==> src/design/soc_bus_defines.svh <==
`ifndef SOC_BUS_DEFINES_SVH
`define SOC_BUS_DEFINES_SVH

// on-chip RAM, 4 KB of 32-bit words
`define RAM_BASE            32'h8000_0000
`define RAM_WORDS           1024
`define RAM_BYTES           (`RAM_WORDS * 4)

// machine timer
`define MTIMECMP_ADDR       32'h0200_4000
`define MTIME_ADDR          32'h0200_BFF8
`define MTIMECMP_RESET      64'h8000_0000

// interrupt controller, priorities at 4 bytes per id
`define PLIC_BASE           32'h0C00_0000
`define PLIC_NUM_IDS        6
`define PLIC_PENDING        32'h0C00_1000
`define PLIC_ENABLE         32'h0C00_2000
`define PLIC_ENABLE_STRIDE  32'h0000_0080
`define PLIC_THRESHOLD      32'h0C20_0000
`define PLIC_CLAIM          32'h0C20_0004
// threshold and claim share the per-context stride
`define PLIC_CTX_STRIDE     32'h0000_1000

`endif

==> src/design/soc_bus_pkg.sv <==
package soc_bus_pkg;

    typedef logic [31:0] bus_addr_t;
    typedef logic [63:0] bus_data_t;
    typedef logic [31:0] word_t;
    typedef logic [9:0]  ram_index_t;
    typedef logic [2:0]  irq_prio_t;

    // bit 2 marks unsigned loads, bits 1:0 give the size
    typedef enum logic [2:0] {
        LS_B  = 3'b000,
        LS_H  = 3'b001,
        LS_W  = 3'b010,
        LS_D  = 3'b011,
        LS_BU = 3'b100,
        LS_HU = 3'b101,
        LS_WU = 3'b110
    } ls_type_e;

    typedef enum logic [1:0] {
        IDLE,
        BEAT0,
        BEAT1,
        RESP
    } seq_state_e;

endpackage

==> src/design/periph_if.sv <==
`timescale 1ns/1ps

interface periph_if import soc_bus_pkg::*; ();

    // one-cycle strobe from the sequencer
    logic      sel;
    logic      we;
    bus_addr_t addr;
    ls_type_e  ls;
    bus_data_t wdata;
    // valid in the cycle after sel
    bus_data_t rdata;

    modport master (
        output sel,
        output we,
        output addr,
        output ls,
        output wdata,
        input  rdata
    );

    modport slave (
        input  sel,
        input  we,
        input  addr,
        input  ls,
        input  wdata,
        output rdata
    );

endinterface

==> src/design/bus_sequencer.sv <==
`timescale 1ns/1ps
`include "soc_bus_defines.svh"

module bus_sequencer import soc_bus_pkg::*; (
    input  logic      CLOCK_50,
    input  logic      KEY0,
    input  logic      req_valid,
    output logic      req_ready,
    input  bus_addr_t req_addr,
    input  logic      req_write,
    input  ls_type_e  req_ls,
    input  bus_data_t req_wdata,
    output logic      rsp_valid,
    input  logic      rsp_ready,
    output bus_data_t rsp_rdata,
    output logic      rsp_err,
    periph_if.master  ram,
    periph_if.master  tmr,
    periph_if.master  plic
);

    seq_state_e state;
    logic       accept;
    logic       dec_ram;
    logic       dec_tmr;
    logic       dec_plic;
    logic       bad_align;
    logic       bad_req;
    logic       hit_ram_q;
    logic       hit_tmr_q;
    logic       hit_plic_q;
    logic       we_q;
    logic       dbl_q;
    bus_addr_t  addr_q;
    ls_type_e   ls_q;
    bus_data_t  wdata_q;
    bus_addr_t  beat_addr;
    bus_data_t  beat_wdata;
    bus_data_t  beat_rdata;

    assign req_ready = (state == IDLE);
    assign accept    = req_valid && req_ready;

    // address map decode
    assign dec_ram  = req_addr >= `RAM_BASE && req_addr < `RAM_BASE + `RAM_BYTES;
    assign dec_tmr  = req_addr == `MTIME_ADDR || req_addr == `MTIMECMP_ADDR;
    assign dec_plic = (req_addr >= `PLIC_BASE && req_addr < `PLIC_BASE + 4 * `PLIC_NUM_IDS)
        || req_addr == `PLIC_PENDING
        || req_addr == `PLIC_ENABLE
        || req_addr == `PLIC_ENABLE + `PLIC_ENABLE_STRIDE
        || req_addr == `PLIC_THRESHOLD
        || req_addr == `PLIC_THRESHOLD + `PLIC_CTX_STRIDE
        || req_addr == `PLIC_CLAIM
        || req_addr == `PLIC_CLAIM + `PLIC_CTX_STRIDE;

    // natural alignment, 3'b111 is not a legal code
    always_comb begin
        case (req_ls[1:0])
            2'b01:   bad_align = req_addr[0];
            2'b10:   bad_align = |req_addr[1:0];
            2'b11:   bad_align = |req_addr[2:0] || req_ls[2];
            default: bad_align = 1'b0;
        endcase
    end

    assign bad_req = bad_align || !(dec_ram || dec_tmr || dec_plic);

    always_ff @(posedge CLOCK_50 or negedge KEY0) begin
        if (!KEY0) begin
            state      <= IDLE;
            rsp_valid  <= 1'b0;
            rsp_err    <= 1'b0;
            hit_ram_q  <= 1'b0;
            hit_tmr_q  <= 1'b0;
            hit_plic_q <= 1'b0;
            we_q       <= 1'b0;
            dbl_q      <= 1'b0;
        end else begin
            case (state)
                IDLE: begin
                    if (accept) begin
                        hit_ram_q  <= dec_ram && !bad_req;
                        hit_tmr_q  <= dec_tmr && !bad_req;
                        hit_plic_q <= dec_plic && !bad_req;
                        we_q       <= req_write;
                        dbl_q      <= dec_ram && !bad_req && req_ls == LS_D;
                        rsp_err    <= bad_req;
                        // errors skip the peripheral
                        state      <= bad_req ? RESP : BEAT0;
                    end
                end
                BEAT0: state <= dbl_q ? BEAT1 : RESP;
                BEAT1: state <= RESP;
                RESP: begin
                    if (!rsp_valid) begin
                        rsp_valid <= 1'b1;
                    end else if (rsp_ready) begin
                        rsp_valid <= 1'b0;
                        state     <= IDLE;
                    end
                end
                default: state <= IDLE;
            endcase
        end
    end

    always_ff @(posedge CLOCK_50) begin
        if (accept) begin
            addr_q  <= req_addr;
            ls_q    <= req_ls;
            wdata_q <= req_wdata;
        end
        // low word of a doubleword arrives during BEAT1
        if (state == BEAT1) begin
            rsp_rdata <= {32'b0, ram.rdata[31:0]};
        end
        if (state == RESP && !rsp_valid) begin
            if (rsp_err || we_q) begin
                rsp_rdata <= '0;
            end else if (dbl_q) begin
                rsp_rdata[63:32] <= ram.rdata[31:0];
            end else begin
                rsp_rdata <= beat_rdata;
            end
        end
    end

    // second beat goes to the next word
    assign beat_addr  = (state == BEAT1) ? addr_q + 32'd4 : addr_q;
    assign beat_wdata = !dbl_q ? wdata_q
                      : (state == BEAT1) ? {32'b0, wdata_q[63:32]} : {32'b0, wdata_q[31:0]};

    always_comb begin
        beat_rdata = '0;
        if (hit_ram_q) beat_rdata = ram.rdata;
        if (hit_tmr_q) beat_rdata = tmr.rdata;
        if (hit_plic_q) beat_rdata = plic.rdata;
    end

    assign ram.sel   = hit_ram_q && (state == BEAT0 || state == BEAT1);
    assign ram.we    = we_q;
    assign ram.addr  = beat_addr;
    assign ram.ls    = ls_q;
    assign ram.wdata = beat_wdata;

    assign tmr.sel   = hit_tmr_q && state == BEAT0;
    assign tmr.we    = we_q;
    assign tmr.addr  = beat_addr;
    assign tmr.ls    = ls_q;
    assign tmr.wdata = beat_wdata;

    assign plic.sel   = hit_plic_q && state == BEAT0;
    assign plic.we    = we_q;
    assign plic.addr  = beat_addr;
    assign plic.ls    = ls_q;
    assign plic.wdata = beat_wdata;

endmodule

==> src/flat_wrapper.sv <==
// flat-port wrapper written by rule: the top's interface ports become plain ports
module bus_sequencer_flat import soc_bus_pkg::*;
  (CLOCK_50, KEY0, req_valid, req_ready, req_addr, req_write, req_ls, req_wdata, rsp_valid, rsp_ready, rsp_rdata, rsp_err, ram_sel, ram_we, ram_addr, ram_ls, ram_wdata, ram_rdata, tmr_sel, tmr_we, tmr_addr, tmr_ls, tmr_wdata, tmr_rdata, plic_sel, plic_we, plic_addr, plic_ls, plic_wdata, plic_rdata);
  periph_if ram_i ();
  periph_if tmr_i ();
  periph_if plic_i ();
  input  logic CLOCK_50;
  input  logic KEY0;
  input  logic req_valid;
  output logic req_ready;
  input  bus_addr_t req_addr;
  input  logic req_write;
  input  ls_type_e req_ls;
  input  bus_data_t req_wdata;
  output logic rsp_valid;
  input  logic rsp_ready;
  output bus_data_t rsp_rdata;
  output logic rsp_err;
  output wire logic [$bits(ram_i.sel)-1:0] ram_sel;
  output wire logic [$bits(ram_i.we)-1:0] ram_we;
  output wire logic [$bits(ram_i.addr)-1:0] ram_addr;
  output wire logic [$bits(ram_i.ls)-1:0] ram_ls;
  output wire logic [$bits(ram_i.wdata)-1:0] ram_wdata;
  input wire logic [$bits(ram_i.rdata)-1:0] ram_rdata;
  output wire logic [$bits(tmr_i.sel)-1:0] tmr_sel;
  output wire logic [$bits(tmr_i.we)-1:0] tmr_we;
  output wire logic [$bits(tmr_i.addr)-1:0] tmr_addr;
  output wire logic [$bits(tmr_i.ls)-1:0] tmr_ls;
  output wire logic [$bits(tmr_i.wdata)-1:0] tmr_wdata;
  input wire logic [$bits(tmr_i.rdata)-1:0] tmr_rdata;
  output wire logic [$bits(plic_i.sel)-1:0] plic_sel;
  output wire logic [$bits(plic_i.we)-1:0] plic_we;
  output wire logic [$bits(plic_i.addr)-1:0] plic_addr;
  output wire logic [$bits(plic_i.ls)-1:0] plic_ls;
  output wire logic [$bits(plic_i.wdata)-1:0] plic_wdata;
  input wire logic [$bits(plic_i.rdata)-1:0] plic_rdata;
  assign ram_sel = ram_i.sel;
  assign ram_we = ram_i.we;
  assign ram_addr = ram_i.addr;
  assign ram_ls = ram_i.ls;
  assign ram_wdata = ram_i.wdata;
  assign ram_i.rdata = ram_rdata;
  assign tmr_sel = tmr_i.sel;
  assign tmr_we = tmr_i.we;
  assign tmr_addr = tmr_i.addr;
  assign tmr_ls = tmr_i.ls;
  assign tmr_wdata = tmr_i.wdata;
  assign tmr_i.rdata = tmr_rdata;
  assign plic_sel = plic_i.sel;
  assign plic_we = plic_i.we;
  assign plic_addr = plic_i.addr;
  assign plic_ls = plic_i.ls;
  assign plic_wdata = plic_i.wdata;
  assign plic_i.rdata = plic_rdata;
  bus_sequencer u_core (.CLOCK_50(CLOCK_50), .KEY0(KEY0), .req_valid(req_valid), .req_ready(req_ready), .req_addr(req_addr), .req_write(req_write), .req_ls(req_ls), .req_wdata(req_wdata), .rsp_valid(rsp_valid), .rsp_ready(rsp_ready), .rsp_rdata(rsp_rdata), .rsp_err(rsp_err), .ram(ram_i), .tmr(tmr_i), .plic(plic_i));
endmodule
==> config.mk <==
export PLATFORM = sky130hd
export DESIGN_NAME = bus_sequencer_flat
export DESIGN_NICKNAME = d
export VERILOG_FILES = /design/src/design/soc_bus_pkg.sv /design/src/design/periph_if.sv /design/src/design/bus_sequencer.sv /design/src/flat_wrapper.sv
export VERILOG_INCLUDE_DIRS = /design/src /design/src/design
export SDC_FILE = /design/constraint.sdc
export NUM_CORES = 1
export LEC_CHECK = 0
export BUFFER_PORTS_ARGS = -buffer_cell sky130_fd_sc_hd__buf_4
export CAP_MARGIN = 25
export CORE_AREA = 2 2 259 261
export DETAILED_ROUTE_END_ITERATION = 6
export DIE_AREA = 0 0 261 263
export MAX_ROUTING_LAYER = met4
export PLACE_DENSITY = 0.36
export SLEW_MARGIN = 20
export SYNTH_ARGS = -nofsm -noshare
export SYNTH_HDL_FRONTEND = slang
export SYNTH_SLANG_ARGS = --single-unit
==> constraint.sdc <==
create_clock -name CLOCK_50 -period 4.6 [get_ports CLOCK_50]
set_input_delay 0.46 -clock CLOCK_50 [delete_from_list [all_inputs] [get_ports CLOCK_50]]
set_output_delay 0.46 -clock CLOCK_50 [all_outputs]
set_load 0.005 [all_outputs]
# == Yosys cells after proc, flatten, opt, wreduce, memory -nomap -nowiden ==
# Cells that the tools add are included.
# op_classes
eq_ne,19
reduce_logical,34
order_cmp,4
add_sub_neg,1
n_mux,20
# op_table
op,count
$mux 64,7
$eq 32x28->1 const B,7
$mux 32,4
$eq 32x26->1 const B,2
$add 32x3->32 const B,1
$ge 32x28->1 const B,1
$ge 32x32->1 const B,1
$lt 32x28->1 const B,1
$lt 32x32->1 const B,1
$logic_or 1x1->1,14
$logic_and 1x1->1,11
$eq 2x2->1 const B,4
$mux 2,4
$pmux 2 s4,1
$eq 2x1->1 const B,2
$ne 2x2->1 const B,2
$eq 3x2->1 const B,1
$logic_not 1->1,3
$mux 1,3
$pmux 1 s3,1
$reduce_and 3->1,1
$reduce_or 3->1,1
$logic_not 2->1,1
$ne 2x1->1 const B,1
other kinds (3),3
# word_totals
input_bits,296
ff_bits,172
wordCells,91

# == Logic depth before layout (Yosys ltp) ==
# logic_depth
ltp_word,15
mapped_depth,8

# == Worst setup path before layout ==
# OpenSTA, ideal clock, no wires.
# synth_path
kind,register -> register
from,reg u_core.state[0]
to,reg u_core.addr_q[0] (enable)
setup_slack_ps,1156
synth_period_minus_slack_ps,3444
path_stages_with_launch,6
setup_ps,452
arrival_ps,2992
required_ps,4148
n_path_buf,1
cell_sequence,dfrtp_1 inv_1 ha_1 nand2_1 clkbuf_1 inv_1
# synth_between
elab_chain_cells,2
# synth_rtl
element,line,source
start: declaration,bus_sequencer.sv:22,seq_state_e state;
start signal: assignment,bus_sequencer.sv:89,state <= bad_req ? RESP : BEAT0;
start signal: assignment,bus_sequencer.sv:92,BEAT0: state <= dbl_q ? BEAT1 : RESP;
$logic_not 2->1,bus_sequencer.sv:41,assign req_ready = (state == IDLE);
net req_ready,flat_wrapper.sv:10,output logic req_ready;
$logic_and 1x1->1,bus_sequencer.sv:42,assign accept = req_valid && req_ready;
net u_core.accept,bus_sequencer.sv:23,logic accept;
end signal: assignment,bus_sequencer.sv:109,addr_q <= req_addr;
end: declaration,bus_sequencer.sv:34,bus_addr_t addr_q;
# The timed path passes the listed nets, and every way through them passes these cells.
# A chain may end at the register's enable or synchronous reset.

# == Final worst setup path ==
# layout_path
from,reg u_core.state[0]
to,out plic_wdata[8]
# layout_between
elab_chain_cells,3
# layout_rtl
element,line,source
$eq 2x2->1,bus_sequencer.sv:131,": (state == BEAT1) ? {32'b0, wdata_q[63:32]} : {32'b0, wdata_q[31:0]};"
$mux 32,bus_sequencer.sv:131,
$mux 64,bus_sequencer.sv:130,assign beat_wdata = !dbl_q ? wdata_q
end: declaration,flat_wrapper.sv:35,output wire logic [$bits(plic_i.wdata)-1:0] plic_wdata;
# Every way passes these cells.

==> flow_summary.ini <==
[timing]
max_slew.worst_pin.slew_ps = 960
fin_ws_ps = 876
finalCritPeriodShare_pct = 81.0
finalSetupViolCount = 0
final.min_clock_period_ps = 3720
finalMaxSlewViolations = 0
slew_headroom_pct = 36.0
hold_viol = 0
tns_ps = 0
rsz0062_at_grt = false
fmax_mhz = 269
fin_skew_ps = 11.9

[global_route]
grt.total_usage_pct = 13.6
antenna_found_initial = 2
grt_start_max_net_pins = 84
grt_pass1_wl_um = 65100
grt_overflow = 0
grt_pass1_vias = 9013

[clock_tree]
h-tree-depth = 4
numCtsBuffers = 17
cts_tree = yes
clockRootBuffer = clkbuf_16
cts_setup_buffers = 0
clock_latency_ps = 490
clk_path_buf_depth = 2
clkTransAtPathRegs_ps = 80
clock-sinks = 172

[floorplanning]
chipHeight_um = 263
ioPinCount = 666
core-area_um2 = 65600
dieArea_um2 = 68600
fp-row-count = 94
start_util_pct = 15.6
die_w_um = 261

[flow_run]
cap_violations = 0

[finish]
n_fill_cell = 7162
mostFrequentLayoutCells = buf_4, edfxtp_1, nor2_1
final_common_cell = buf_4
drive_gt1_share_pct = 53.2
final_net_count = 1719
finish.utilization_pct = 23.5
area_growth_pct = 49.9

[pwr]
power.density_nw_per_um2 = 421
power_frac_seq_pct = 36.9
p_leak_nw = 6.32
clockPowerShare_pct = 24.3
power_frac_comb_pct = 38.8
p_switching_w = 0.00218
p_int_w = 0.00430
p_sw_share_pct = 33.7
vdd_drop_max_v = 0.000249

[setup_path]
crit_fanout = 38
worstPathRequired_ps = 4140
path_common_cell = buf_4
start_kind = register
path_cells = inv_1, ha_2, buf_4, nand2_2, mux2_2, buf_4
cp_num_buf_inv = 3
cp_slowest_cell = nand2_2
cpLargestDelayFamily = buffers and inverters
path_class = register to primary output
critPathCaptureType = primary output
slowest_delay_ps = 710
crit_arrival_ps = 3260

[placement]
dp_hpwl_um = 36900
placement.io_buffers = 665
place_ws_ps = 1290
gp_congestion = 0.806

[synthesis]
synth_nets = 1286
synth_top_area_share_pct = 38.3
synth_seq_area_share_pct = 46.8
synthCells = 985
synth_area_um2 = 10300
synth_area_leaders = edfxtp_1, buf_4, dfxtp_1
synth-seq-cells = 172
avgSynthCellArea_um2 = 10.4
yosys.area.top_type = edfxtp_1
ys_types = 48
synth_edf_count = 131
synth_ff_type = edfxtp_1
async_reset_ff_share_pct = 5.23
yosysWarnings = 0

[routing]
num_vias = 9042
postRouteAntennaNets = 0
drt_iter0_markers = 406
firstDrtPassIters = 5
wl_per_cell_um = 20.5
vias_per_cell = 3.94
drcViolationCount = 0
wl_um = 47100

[run_status]
status = completed

[hold_path]
hp-class = primary input to register
-- state kept, by name, indices dropped and copies added (netlist names) --
register and cells:
u_core.hit_tmr_q 1, u_core.plic.ls 3, u_core.rsp_err 1, u_core.dbl_q 1, u_core.rsp_valid 1, u_core.wdata_q 64
u_core.plic.we 1, u_core.state 2, u_core.rsp_rdata 64, u_core.addr_q 32, u_core.hit_plic_q 1, u_core.hit_ram_q 1
-- logic make-up (layout without fill, tap and decap cells) --
| kind of cell | count (synthesis) | count (layout) | synth area share (%) |
|---|---|---|---|
| AND/OR/NAND/NOR | 263 | 263 | 13.3 |
| multiplexers | 68 | 68 | 7.06 |
| other | 0 | 1 | 0 |
| buffers and inverters | 267 | 713 | 17.2 |
| flip-flops | 172 | 172 | 46.8 |
| XOR/XNOR | 29 | 29 | 2.47 |
| adder cells (fa/ha/maj) | 5 | 5 | 0.610 |
| AO/OA/AOI/OAI | 181 | 181 | 12.7 |
-- per-layer routing --
layer / track usage, % / wire length (um)
met2: 23.6 / 24900
met5: - / 0
met1: 15.0 / 18400
met4: 4.13 / 883
met3: 3.66 / 2880
-- power by group through the flow --
stage	clock network [W]	registers (W)	logic (W)
6_report	0.00157	0.00239	0.00251
5_1_grt	0.00170	0.00244	0.00272
4_1_cts	0.00167	0.00241	0.00255
3_5_place_dp	0	0.00243	0.00255
3_3_place_gp	0	0.00243	0.00255
2_1_floorplan	0	0.00240	0.00119
-- area by class of cell --
cell class	count	area [um2]	share of cell area, %
Timing Repair Buffer	676	5130	33.4
Clock inverter	14	175	1.14
Antenna cell	1	2.50	0.0163
Tap cell	864	1080	7.02
Multi-Input combinational cell	546	3730	24.2
Clock buffer	18	439	2.85
Inverter	5	21.3	0.138
Sequential cell	172	4810	31.2
-- through the flow --
| step | cell area (um2) | hold slack (ps) | power, W | std cells |
|---|---|---|---|---|
| after floorplan | 10300 | 164 | 0.00360 | 985 |
| after global placement | 14700 | 306 | 0.00498 | 2260 |
| after detailed placement | 14700 | 305 | 0.00498 | 2261 |
| after CTS | 15400 | 86.9 | 0.00663 | 2294 |
| after global routing | 15400 | 97.2 | 0.00686 | 2296 |
| final | 15400 | 145 | 0.00648 | 2296 |
-- what timing repair did --
action	in CTS	in global routing
hold buffers	1	0
hold endpoints to repair	9	0
endpoints found under the setup margin	0	0
resized for setup	0	0
-- cell usage after synthesis, drive strengths merged (2+ instances only) --
| library cell | count |
|---|---|
| nor2 | 80 |
| ha | 5 |
| clkbuf | 47 |
| mux2i | 33 |
| nor3 | 38 |
| a22oi | 32 |
| dfxtp | 32 |
| nand4 | 9 |
| o21a | 2 |
| xor2 | 7 |
| nor2b | 66 |
| and2 | 3 |
| and3 | 6 |
| or4 | 4 |
| nor4 | 7 |
| or3 | 3 |
| a211oi | 66 |
| nand2 | 27 |
| nand2b | 4 |
| nand3 | 9 |
| a21oi | 37 |
| edfxtp | 131 |
| inv | 5 |
| o31ai | 3 |
| a221oi | 31 |
| xnor2 | 22 |
| o21ai | 5 |
| buf | 215 |
| or2 | 2 |
| dfrtp | 9 |
| mux2 | 35 |
-- worst paths after layout --
check	from	end	slack [ps]	cells after the start
max in group asynchronous	KEY0	u_core.hit_plic_q	4070	2
min in group asynchronous	KEY0	u_core.rsp_err	360	2
max	u_core.state[0]	plic_wdata[8]	880	6
min reg2reg	u_core.rsp_err	u_core.rsp_err	560	2
min	req_wdata[53]	u_core.wdata_q[53]	140	1
max reg2reg	u_core.state[0]	u_core.wdata_q[59]	1980	5
No activity file was read; power rests on OpenSTA's default activity.
