==> config.mk <==
export PLATFORM = sky130hd
export DESIGN_NAME = machine_timer_flat
export DESIGN_NICKNAME = d
export VERILOG_FILES = /design/src/design/soc_bus_pkg.sv /design/src/design/periph_if.sv /design/src/design/machine_timer.sv /design/src/flat_wrapper.sv
export VERILOG_INCLUDE_DIRS = /design/src /design/src/design
export SDC_FILE = /design/constraint.sdc
export NUM_CORES = 1
export LEC_CHECK = 0
export ABC_CLOCK_PERIOD_IN_PS = 5500
export BUFFER_PORTS_ARGS = -buffer_cell sky130_fd_sc_hd__buf_2
export CAP_MARGIN = 15
export CORE_UTILIZATION = 53
export CTS_CLUSTER_DIAMETER = 80
export DETAILED_ROUTE_END_ITERATION = 10
export GPL_TIMING_DRIVEN = 0
export PLACE_DENSITY = 0.86
export SETUP_SLACK_MARGIN = 0.02
export SKIP_LAST_GASP = 1
export SLEW_MARGIN = 20
export SYNTH_ARGS = -nofsm -noshare
export SYNTH_HDL_FRONTEND = slang
export SYNTH_SLANG_ARGS = --single-unit
==> constraint.sdc <==
create_clock -name CLOCK_50 -period 5.5 [get_ports CLOCK_50]
set_input_delay 0.275 -clock CLOCK_50 [delete_from_list [all_inputs] [get_ports CLOCK_50]]
set_output_delay 0.275 -clock CLOCK_50 [all_outputs]
set_load 0.02 [all_outputs]
==> src/design/soc_bus_defines.svh <==
`ifndef SOC_BUS_DEFINES_SVH
`define SOC_BUS_DEFINES_SVH

// on-chip RAM, 4 KB of 32-bit words
`define RAM_BASE            32'h8000_0000
`define RAM_WORDS           1024
`define RAM_BYTES           (`RAM_WORDS * 4)

// machine timer
`define MTIMECMP_ADDR       32'h0200_4000
`define MTIME_ADDR          32'h0200_BFF8
`define MTIMECMP_RESET      64'h8000_0000

// interrupt controller, priorities at 4 bytes per id
`define PLIC_BASE           32'h0C00_0000
`define PLIC_NUM_IDS        6
`define PLIC_PENDING        32'h0C00_1000
`define PLIC_ENABLE         32'h0C00_2000
`define PLIC_ENABLE_STRIDE  32'h0000_0080
`define PLIC_THRESHOLD      32'h0C20_0000
`define PLIC_CLAIM          32'h0C20_0004
// threshold and claim share the per-context stride
`define PLIC_CTX_STRIDE     32'h0000_1000

`endif

==> src/design/soc_bus_pkg.sv <==
package soc_bus_pkg;

    typedef logic [31:0] bus_addr_t;
    typedef logic [63:0] bus_data_t;
    typedef logic [31:0] word_t;
    typedef logic [9:0]  ram_index_t;
    typedef logic [2:0]  irq_prio_t;

    // bit 2 marks unsigned loads, bits 1:0 give the size
    typedef enum logic [2:0] {
        LS_B  = 3'b000,
        LS_H  = 3'b001,
        LS_W  = 3'b010,
        LS_D  = 3'b011,
        LS_BU = 3'b100,
        LS_HU = 3'b101,
        LS_WU = 3'b110
    } ls_type_e;

    typedef enum logic [1:0] {
        IDLE,
        BEAT0,
        BEAT1,
        RESP
    } seq_state_e;

endpackage

==> src/design/periph_if.sv <==
`timescale 1ns/1ps

interface periph_if import soc_bus_pkg::*; ();

    // one-cycle strobe from the sequencer
    logic      sel;
    logic      we;
    bus_addr_t addr;
    ls_type_e  ls;
    bus_data_t wdata;
    // valid in the cycle after sel
    bus_data_t rdata;

    modport master (
        output sel,
        output we,
        output addr,
        output ls,
        output wdata,
        input  rdata
    );

    modport slave (
        input  sel,
        input  we,
        input  addr,
        input  ls,
        input  wdata,
        output rdata
    );

endinterface

==> src/design/machine_timer.sv <==
`timescale 1ns/1ps
`include "soc_bus_defines.svh"

module machine_timer import soc_bus_pkg::*; (
    input  logic     CLOCK_50,
    input  logic     KEY0,
    periph_if.slave  bus,
    output logic     timer_irq
);

    bus_data_t mtime;
    bus_data_t mtimecmp;
    logic      cmp_wr;

    // full 64-bit write, mtime itself is read only here
    assign cmp_wr = bus.sel && bus.we && bus.addr == `MTIMECMP_ADDR;

    always_ff @(posedge CLOCK_50 or negedge KEY0) begin
        if (!KEY0) begin
            mtime     <= '0;
            mtimecmp  <= `MTIMECMP_RESET;
            timer_irq <= 1'b0;
        end else begin
            mtime <= mtime + 64'd1;
            if (cmp_wr) begin
                mtimecmp <= bus.wdata;
            end
            // registered compare
            timer_irq <= (mtime >= mtimecmp);
        end
    end

    always_ff @(posedge CLOCK_50) begin
        if (bus.sel && !bus.we) begin
            bus.rdata <= (bus.addr == `MTIME_ADDR) ? mtime : mtimecmp;
        end
    end

endmodule

==> src/flat_wrapper.sv <==
// flat-port wrapper written by rule: the top's interface ports become plain ports
module machine_timer_flat import soc_bus_pkg::*;
  (CLOCK_50, KEY0, timer_irq, bus_sel, bus_we, bus_addr, bus_ls, bus_wdata, bus_rdata);
  periph_if bus_i ();
  input  logic CLOCK_50;
  input  logic KEY0;
  output logic timer_irq;
  input wire logic [$bits(bus_i.sel)-1:0] bus_sel;
  input wire logic [$bits(bus_i.we)-1:0] bus_we;
  input wire logic [$bits(bus_i.addr)-1:0] bus_addr;
  input wire logic [$bits(bus_i.ls)-1:0] bus_ls;
  input wire logic [$bits(bus_i.wdata)-1:0] bus_wdata;
  output wire logic [$bits(bus_i.rdata)-1:0] bus_rdata;
  assign bus_i.sel = bus_sel;
  assign bus_i.we = bus_we;
  assign bus_i.addr = bus_addr;
  assign bus_i.ls = bus_ls;
  assign bus_i.wdata = bus_wdata;
  assign bus_rdata = bus_i.rdata;
  machine_timer u_core (.CLOCK_50(CLOCK_50), .KEY0(KEY0), .bus(bus_i), .timer_irq(timer_irq));
endmodule
# Word level (Yosys, flattened, before mapping)
# Index checks and enable logic that the tools add are counted.
[word_totals] out_inout_bits=65 wordCells=13 regBits=193
[op_classes] muxes=1 n_lt_le_gt_ge=1 n_eq_ne=2 n_reduce_logical=4 n_addsub=1
[ops] operator="$add 64x1->64 const B" n=1
[ops] operator="$eq 32x26->1 const B" n=2
[ops] operator="$ge 64x64->1" n=1
[ops] operator="$mux 64" n=1
[ops] operator="$logic_and 1x1->1" n=3
[ops] operator="$logic_not 1->1" n=1

# Logic depth before layout (Yosys ltp)
# Gate-level depths: netlist (run 1).
[logic_depth] ltp_word=2 mapped_depth=8

# Least setup slack after synthesis (run 1)
# No wires, ideal clock.
[synth_path] path_kind="input to register" start="in bus_we" end="reg u_core.bus.rdata[0], enable pin" arrival_ns=3.137 cell_stages=1 setup_time_ns=0.495 required_time_ns=5.005 n_path_buf=0 slack_ns=1.868 path_cell_list="nor2b_1"
[synth_between] elab_chain_cells=2
[synth_rtl] item="from (decl)" line="flat_wrapper.sv:9" text="input wire logic [$bits(bus_i.we)-1:0] bus_we;"
[synth_rtl] item="$logic_not 1->1" line="machine_timer.sv:34" text="if (bus.sel && !bus.we) begin"
[synth_rtl] item="$logic_and 1x1->1" line="machine_timer.sv:34"
[synth_rtl] item="to (signal assigned)" line="machine_timer.sv:35" text="bus.rdata <= (bus.addr == `MTIME_ADDR) ? mtime : mtimecmp;"
[synth_rtl] item="to (decl)" line="periph_if.sv:29" text="output rdata"
# No other way between the ends.
# A chain may end at the register's enable or synchronous reset.

# Worst setup path in the final report (run 1)
[layout_path] start="reg u_core.mtime[7]" end="reg u_core.timer_irq"
[layout_between] elab_chain_cells=1
[layout_rtl] item="from (decl)" line="machine_timer.sv:11" text="bus_data_t mtime;"
[layout_rtl] item="from (signal assigned)" line="machine_timer.sv:24" text="mtime <= mtime + 64'd1;"
[layout_rtl] item="$ge 64x64->1" line="machine_timer.sv:29" text="timer_irq <= (mtime >= mtimecmp);"
[layout_rtl] item="to (signal assigned)" line="machine_timer.sv:29"
[layout_rtl] item="to (decl)" line="machine_timer.sv:8" text="output logic timer_irq"
# No other way between the ends.

==> results of run 1 <==
power by group:
part	switching [W]	total [W]	internal (W)
Combinational	0.0000654	0.000107	0.0000420
Sequential	0.00000419	0.00150	0.00150
Clock	0.000580	0.00119	0.000605
layout by cell type (no fill, tap or decap), types with 17 or more instances in the layout:
cell type  synthesis  final
a21oi_1           22     22
buf_2              8    171
clkbuf_16          0     17
dfrtp_1          128    128
edfxtp_1          64     64
ha_1              65     65
inv_1             69     69
mux2_2           116    116
nand2_1           40     40
nand3_1           27     27
nand4_1           33     33
xnor2_1           56     56
worst reg2reg max path: stages (launching register included):
cell	delay (ps)
dfrtp_1	440
ha_1	310
a21oi_1	210
o21ai_0	130
a221o_1	340
o31a_1	290
a2111oi_0	560
o21ai_0	200
per-stage QoR:
stage,power (W),worst slack (ps)
2_1_floorplan,0.001560,1868
3_3_place_gp,0.001634,54.88
3_5_place_dp,0.001639,2505
4_1_cts,0.002813,2803
5_1_grt,0.002874,2717
6_report,0.002793,2866
sequential cells by signal (all words and copies together), names as in the netlist:
register / cells
u_core.bus.rdata: 64
u_core.mtime: 64
u_core.mtimecmp: 64
u_core.timer_irq: 1
area by class of cell:
type | count | area, µm²
fillers | 1309 | 6156
flip-flops and latches | 193 | 5151
multi-input cells | 474 | 4104
repair buffers | 168 | 908.4
clock buffers | 18 | 439.2
well taps | 225 | 281.5
inverters | 69 | 259.0
clock inverters | 14 | 122.6
plain buffers | 15 | 115.1
worst max path at each step:
stage | startpoint | to | slack (ps)
CTS | u_core.mtime[7]$_DFF_PN0_ | u_core.timer_irq$_DFF_PN0_ | 2800
global route | u_core.mtime[7]$_DFF_PN0_ | u_core.timer_irq$_DFF_PN0_ | 2720
global placement | bus_sel | u_core.bus.rdata[50]$_DFFE_PP_ | 50
detailed placement | bus_addr[24] | u_core.bus.rdata[62]$_DFFE_PP_ | 2510
finish | u_core.mtime[7]$_DFF_PN0_ | u_core.timer_irq$_DFF_PN0_ | 2870
floorplan | bus_we | u_core.bus.rdata[0]$_DFFE_PP_ | 1870
per-layer routing:
layer	global-route usage (%)	up-vias	part of all wire (%)
li1	-	3096	-
met1	29.74	3143	45
met2	38.80	157	50
met3	4.148	29	3.7
met4	8.519	0	2.1
met5	0	-	0
cell families (layout without fill, tap and decap cells):
| group | count (synthesis) | in the layout |
|---|---|---|
| buffers and inverters | 84 | 284 |
| DFF | 193 | 193 |
| AOI/OAI and AO/OA | 53 | 53 |
| adders and majority gates | 65 | 65 |
| xor gates and xnor gates | 62 | 62 |
| muxes | 128 | 128 |
| and+or+nand+nor | 166 | 166 |
==> flow_summary.toml, run 1 <==
[hold_path]
hold_start = "bus_wdata[10]"
min_path_cells = 2
hold_path_class = "in -> reg"
hold_end = "u_core.mtimecmp[10]$_DFFE_PN0P_"

[yosys]
synth_cell_type_count = 43
syn_area_mm2 = 0.009622
synth_area_leaders = "dfrtp_1 33%, edfxtp_1 20%, mux2_2 14%, ha_1 8.5%, xnor2_1 5.1%"
yosysMostFrequentCell = "dfrtp_1"
muxShareOfSynthArea_pct = 14.95
yosys_warnings = 0
ys_seq_area_share_pct = 53.54
synthSimpleGateAreaFrac_pct = 10.07
ys_top_cells_by_count = "128 x dfrtp_1, 116 x mux2_2, 69 x inv_1"
synthCells = 751
synth_compound_area_share_pct = 3.459
synth-seq-cells = 193
avgSynthCellArea_um2 = 12.81
synth-edff-count = 64
synth_ff_type = "dfrtp_1"
yosys.area.top_type = "dfrtp_1"
yosys.area.top_type_share_pct = 33.29
synthXorXnorAreaFrac_pct = 5.644
synthAdderAreaFrac_pct = 8.453
ys_async_sr_fraction_pct = 66.84
synth_nets = 919
synth_top_family_by_area = "multiplexers"

[timing]
finalHoldViolCount = 0
whs_ps = 61.74
drv_slew = 0
grt_setup_unrepaired = "false"
max_slew_margin_pct = 23.54
setup_viol = 0
period_needed_ps = 2634
tightest_slew_ps = 1138
period_share_pct = 47.90
fin_skew_ps = 13.23
tns_ps = 0
max_freq_ghz = 0.3796

[worst_setup_path]
r2r_cells = 7
worstSetupEndpointType = "flop"
cp_top_family = "compound AO/OA/AOI/OAI gates"
cpMaxStageDelayCell = "a2111oi_0"
worst_setup_path_start_kind = "flop"
cp_common_cell = "o21ai_0"
cp.arrival_ps = 2920
path_depth = 7
critPathMaxStageDelay_ps = 560
crit_chain = "ha_1, a21oi_1, o21ai_0, a221o_1, o31a_1, a2111oi_0, o21ai_0"
r2r-end = "u_core.timer_irq$_DFF_PN0_"
worstPathRequired_ps = 5780
crit_fanout = 6
crit_buf_inv = 0
r2r_slack_ps = 2870
critical_path_class = "reg -> reg"
reg2reg_from = "u_core.mtime[7]$_DFF_PN0_"

[drt]
drtPass1Iterations = 4
wl_mm = 20.35
drcViolationCount = 0
drtIter0Drc = 325
postRouteAntennaNets = 0
vias = 6425
drt-wirelength-per-cell_um = 17.31
routed_via_density = 5.463

[cts]
cts_resized = 0
cts_buffers = 17
cts_tree = "yes"
clk_latency_ps = 440
cts_max_path_buffers = 2
ctsHoldBuffers = 1
clk_pin_slew_ps = 80
cts_max_level = 4
clock-sinks = 193
ctsRootBufferMaster = "clkbuf_16"
post_cts_buffers = 0

[cells_and_area]
area_growth_pct = 18.28
final_cells = 1176
final_cell_area_mm2 = 0.01138
final_nets = 1106
final_util_pct = 64.90
n_antenna_cell = 0
drive_gt1_share_pct = 35.86

[die]
initial_core_util_pct = 54.87
die_x_um = 136.7
die-area_mm2 = 0.01870
core_area_mm2 = 0.01754
die_y_um = 136.7
ios = 168
row_count = 48

[run_status]
outcome = "complete, no violations"

[global_routing]
grt_overflow = 0
grt_pass1_vias = 6657
antenna_found_initial = 0
grt_pass1_wl_mm = 32.75
grtUsageTotal_pct = 23.08
grt_max_degree = 98

[placement]
routabilityCongestion = 0.8006
dpl.hpwl_mm = 14.76
portBuffers = 164
dpl_cell_area_mm2 = 0.01081
numPlacedInstances = 1143

[pwr]
vdd_drop_max_uv = 288.4
p_per_area_mw_per_mm2 = 245.4
power_leakage_nw = 5.356

[job]
maxCapViolCount = 0
(Power assumes the default switching activity.)
==> inputs of run 2 (changes only) <==
- ABC_AREA: default -> 1
- ABC_CLOCK_PERIOD_IN_PS: 5500 -> 2400
- CORE_UTILIZATION: 53 -> 52
- PLACE_DENSITY: 0.86 -> 0.87
- clock period: 5.5 -> 2.4 ns (I/O delays scaled with it)
==> flow_summary.toml, run 2 <==
[placement]
routabilityCongestion = 0.9012
dpl.hpwl_mm = 22.20
portBuffers = 164
dpl_cell_area_mm2 = 0.01156
pre_cts_ws_ps = -45.69

[yosys]
ys_seq_area_share_pct = 49.95
synth-edff-count = 64
synthCells = 1219
synth_area_leaders = "dfrtp_1 31%, edfxtp_1 19%, nand2_1 12%, ha_1 7.9%, inv_1 5.0%"
ys_async_sr_fraction_pct = 66.84
yosys_warnings = 0
synth_ff_type = "dfrtp_1"
yosysMostFrequentCell = "nand2_1"
synth_cell_type_count = 29
ys_top_cells_by_count = "341 x nand2_1, 137 x inv_1, 128 x dfrtp_1"
synth-seq-cells = 193
yosys.area.top_type = "dfrtp_1"
syn_area_mm2 = 0.01031
synth_nets = 1387
avgSynthCellArea_um2 = 8.461
yosys.area.top_type_share_pct = 31.06

[timing]
max_freq_ghz = 0.4313
period_needed_ps = 2318
period_share_pct = 96.60
finalHoldViolCount = 0
setup_slack_ps = 81.66
fin_skew_ps = 15.28
tightest_slew_ps = 951.4
drv_slew = 0
max_slew_margin_pct = 36.10
setup_viol = 0
grt_setup_unrepaired = "true"

[cts]
clock-sinks = 193
post_cts_buffers = 0
ctsRootBufferMaster = "clkbuf_16"
cts_tree = "yes"
cts_max_path_buffers = 2
clk_latency_ps = 450
cts_max_level = 4
clk_pin_slew_ps = 80
cts_buffers = 17

[cells_and_area]
final_util_pct = 65.54
n_antenna_cell = 0
top_regs = "u_core.bus.rdata: 64 flops, u_core.mtime: 64 flops, u_core.mtimecmp: 64 flops"
final_cell_area_mm2 = 0.01276
final_cell_mix = "341 x nand2_1, 174 x buf_2, 137 x inv_1"
drive_gt1_share_pct = 14.83
area_growth_pct = 23.68
final_common_cell = "nand2_1"
final_nets = 1638

[global_routing]
antenna_found_initial = 0
grtUsageTotal_pct = 31.32
grt_overflow = 0
grt_pass1_wl_mm = 47.87
grt_pass1_vias = 9324
grt_max_degree = 75

[pwr]
power.internal_w = 0.004903
power_frac_seq_pct = 53.5
switching_share_pct = 22.72
p_per_area_mw_per_mm2 = 497.4
vdd_drop_max_uv = 446.6
power_w = 0.006345
p_comb_share_pct = 4.2
switching_power_w = 0.001442
p_clk_share_pct = 42.3
power_leakage_nw = 6.013

[die]
row_count = 51
die_y_um = 142.8
die-area_mm2 = 0.02040
initial_core_util_pct = 52.99
die_x_um = 142.8
ios = 168
core_area_mm2 = 0.01946

[drt]
drt-wirelength-per-cell_um = 17.42
wl_met3_mm = 1.721
wl_mm = 30.46
routed_via_density = 5.398
drtPass1Iterations = 7
route.met2.wl_mm = 15.23
drcViolationCount = 0
postRouteAntennaNets = 0
drtIter0Drc = 838
vias = 9436
top_layer_used = "met4"
wl_met1_mm = 12.90

[run_status]
outcome = "complete, no violations"

[worst_setup_path]
cp.arrival_ps = 2680
worstSetupEndpointType = "flop"
critPathMaxStageDelay_ps = 470
crit_fanout = 6
cpMaxStageDelayCell = "dfrtp_1"
critical_path_class = "reg -> reg"
worst_setup_path_start_kind = "flop"
crit_buf_inv = 0
crit_chain = "ha_1, nand3_1, nor2_2, nand3_2, nor2_2, nand3_1, nor2_1, xor2_1"
worstPathRequired_ps = 2760
cp_top_family = "simple AND/OR/NAND/NOR gates"

[job]
maxCapViolCount = 0

[hold_path]
hold_path_class = "in -> reg"
==> run 2: cell count changes after synthesis, sizes merged, moves of 39 or more <==
cell	change
nand3	+53
xnor2	-39
inv	+70
nor2	+101
nand2	+302
mux2	-126
o21ai	+92
==> run 2: cell families (layout without fill, tap and decap cells) <==
group / after synthesis / in the layout / share of synthesized area, %
buffers and inverters: 168 / 432 / 6.466
flip-flops: 193 / 193 / 49.95
XOR/XNOR: 58 / 58 / 4.925
adder cells (fa/ha/maj): 65 / 65 / 7.885
AND/OR/NAND/NOR: 607 / 607 / 24.52
AO/OA/AOI/OAI: 128 / 128 / 6.260
==> run 2: power groups by stage <==
| stage | clock network [W] | registers (W) | logic [W] |
|---|---|---|---|
| after floorplan | 0 | 0.00347 | 0.0000257 |
| after global placement | 0 | 0.00347 | 0.000158 |
| after detailed placement | 0 | 0.00346 | 0.000180 |
| after CTS | 0.00267 | 0.00340 | 0.000262 |
| after global routing | 0.00279 | 0.00340 | 0.000293 |
| final | 0.00268 | 0.00340 | 0.000266 |
==> run 2: layout make-up <==
type,count,area [µm²]
inverter,139,521.8
multi-input combinational,858,4518
clock buffer,21,450.4
sequential,193,5151
clock inverter,11,81.33
tap,265,331.6
fill,1512,6706
buffer,29,145.1
timing repair buffer,232,1556
==> run 2: layer usage <==
layer,up-vias,track usage (%)
met5,-,0
met4,0,8.942
met3,55,4.896
met2,394,54.82
met1,4505,40.06
li1,4482,-
==> run 2: path summary, 6_finish.rpt <==
| check | from | end | slack, ps | depth (start not counted) |
|---|---|---|---|---|
| setup reg to reg | u_core.mtime[0]$_DFF_PN0_ | u_core.mtime[46]$_DFF_PN0_ | 80 | 8 |
| hold / removal | bus_we | u_core.bus.rdata[61]$_DFFE_PP_ | 90 | 2 |
| setup / recovery | u_core.mtime[0]$_DFF_PN0_ | u_core.mtime[46]$_DFF_PN0_ | 80 | 8 |
| hold reg to reg | u_core.mtime[63]$_DFF_PN0_ | u_core.mtime[63]$_DFF_PN0_ | 520 | 1 |
| max in group asynchronous | KEY0 | u_core.mtimecmp[31]$_DFFE_PN1P_ | 1470 | 3 |
| min in group asynchronous | KEY0 | u_core.mtimecmp[3]$_DFFE_PN0P_ | 190 | 2 |
==> run 2: worst reg2reg max path: cells and delay by family (launching register included) <==
family	cells	cell delay [ps]
adders and majority gates	1	260
and+or+nand+nor	6	1320
DFF	1	470
xor gates and xnor gates	1	190
==> run 2: metrics by stage <==
stage	hold WS [ps]	TNS, ps	std cells
final	89.67	0	1748
after global routing	98.10	-8.680	1748
after CTS	89.08	0	1748
after detailed placement	76.67	-45.69	1651
after global placement	319.3	-103930	1648
after floorplan	-175.6	0	1219
==> run 2: repair_timing <==
item,in CTS,in global routing
setup endpoints to repair,2,3
resized for setup,2,2
hold buffers,65,0
gates cloned,0,0
endpoints found under the hold margin,119,0
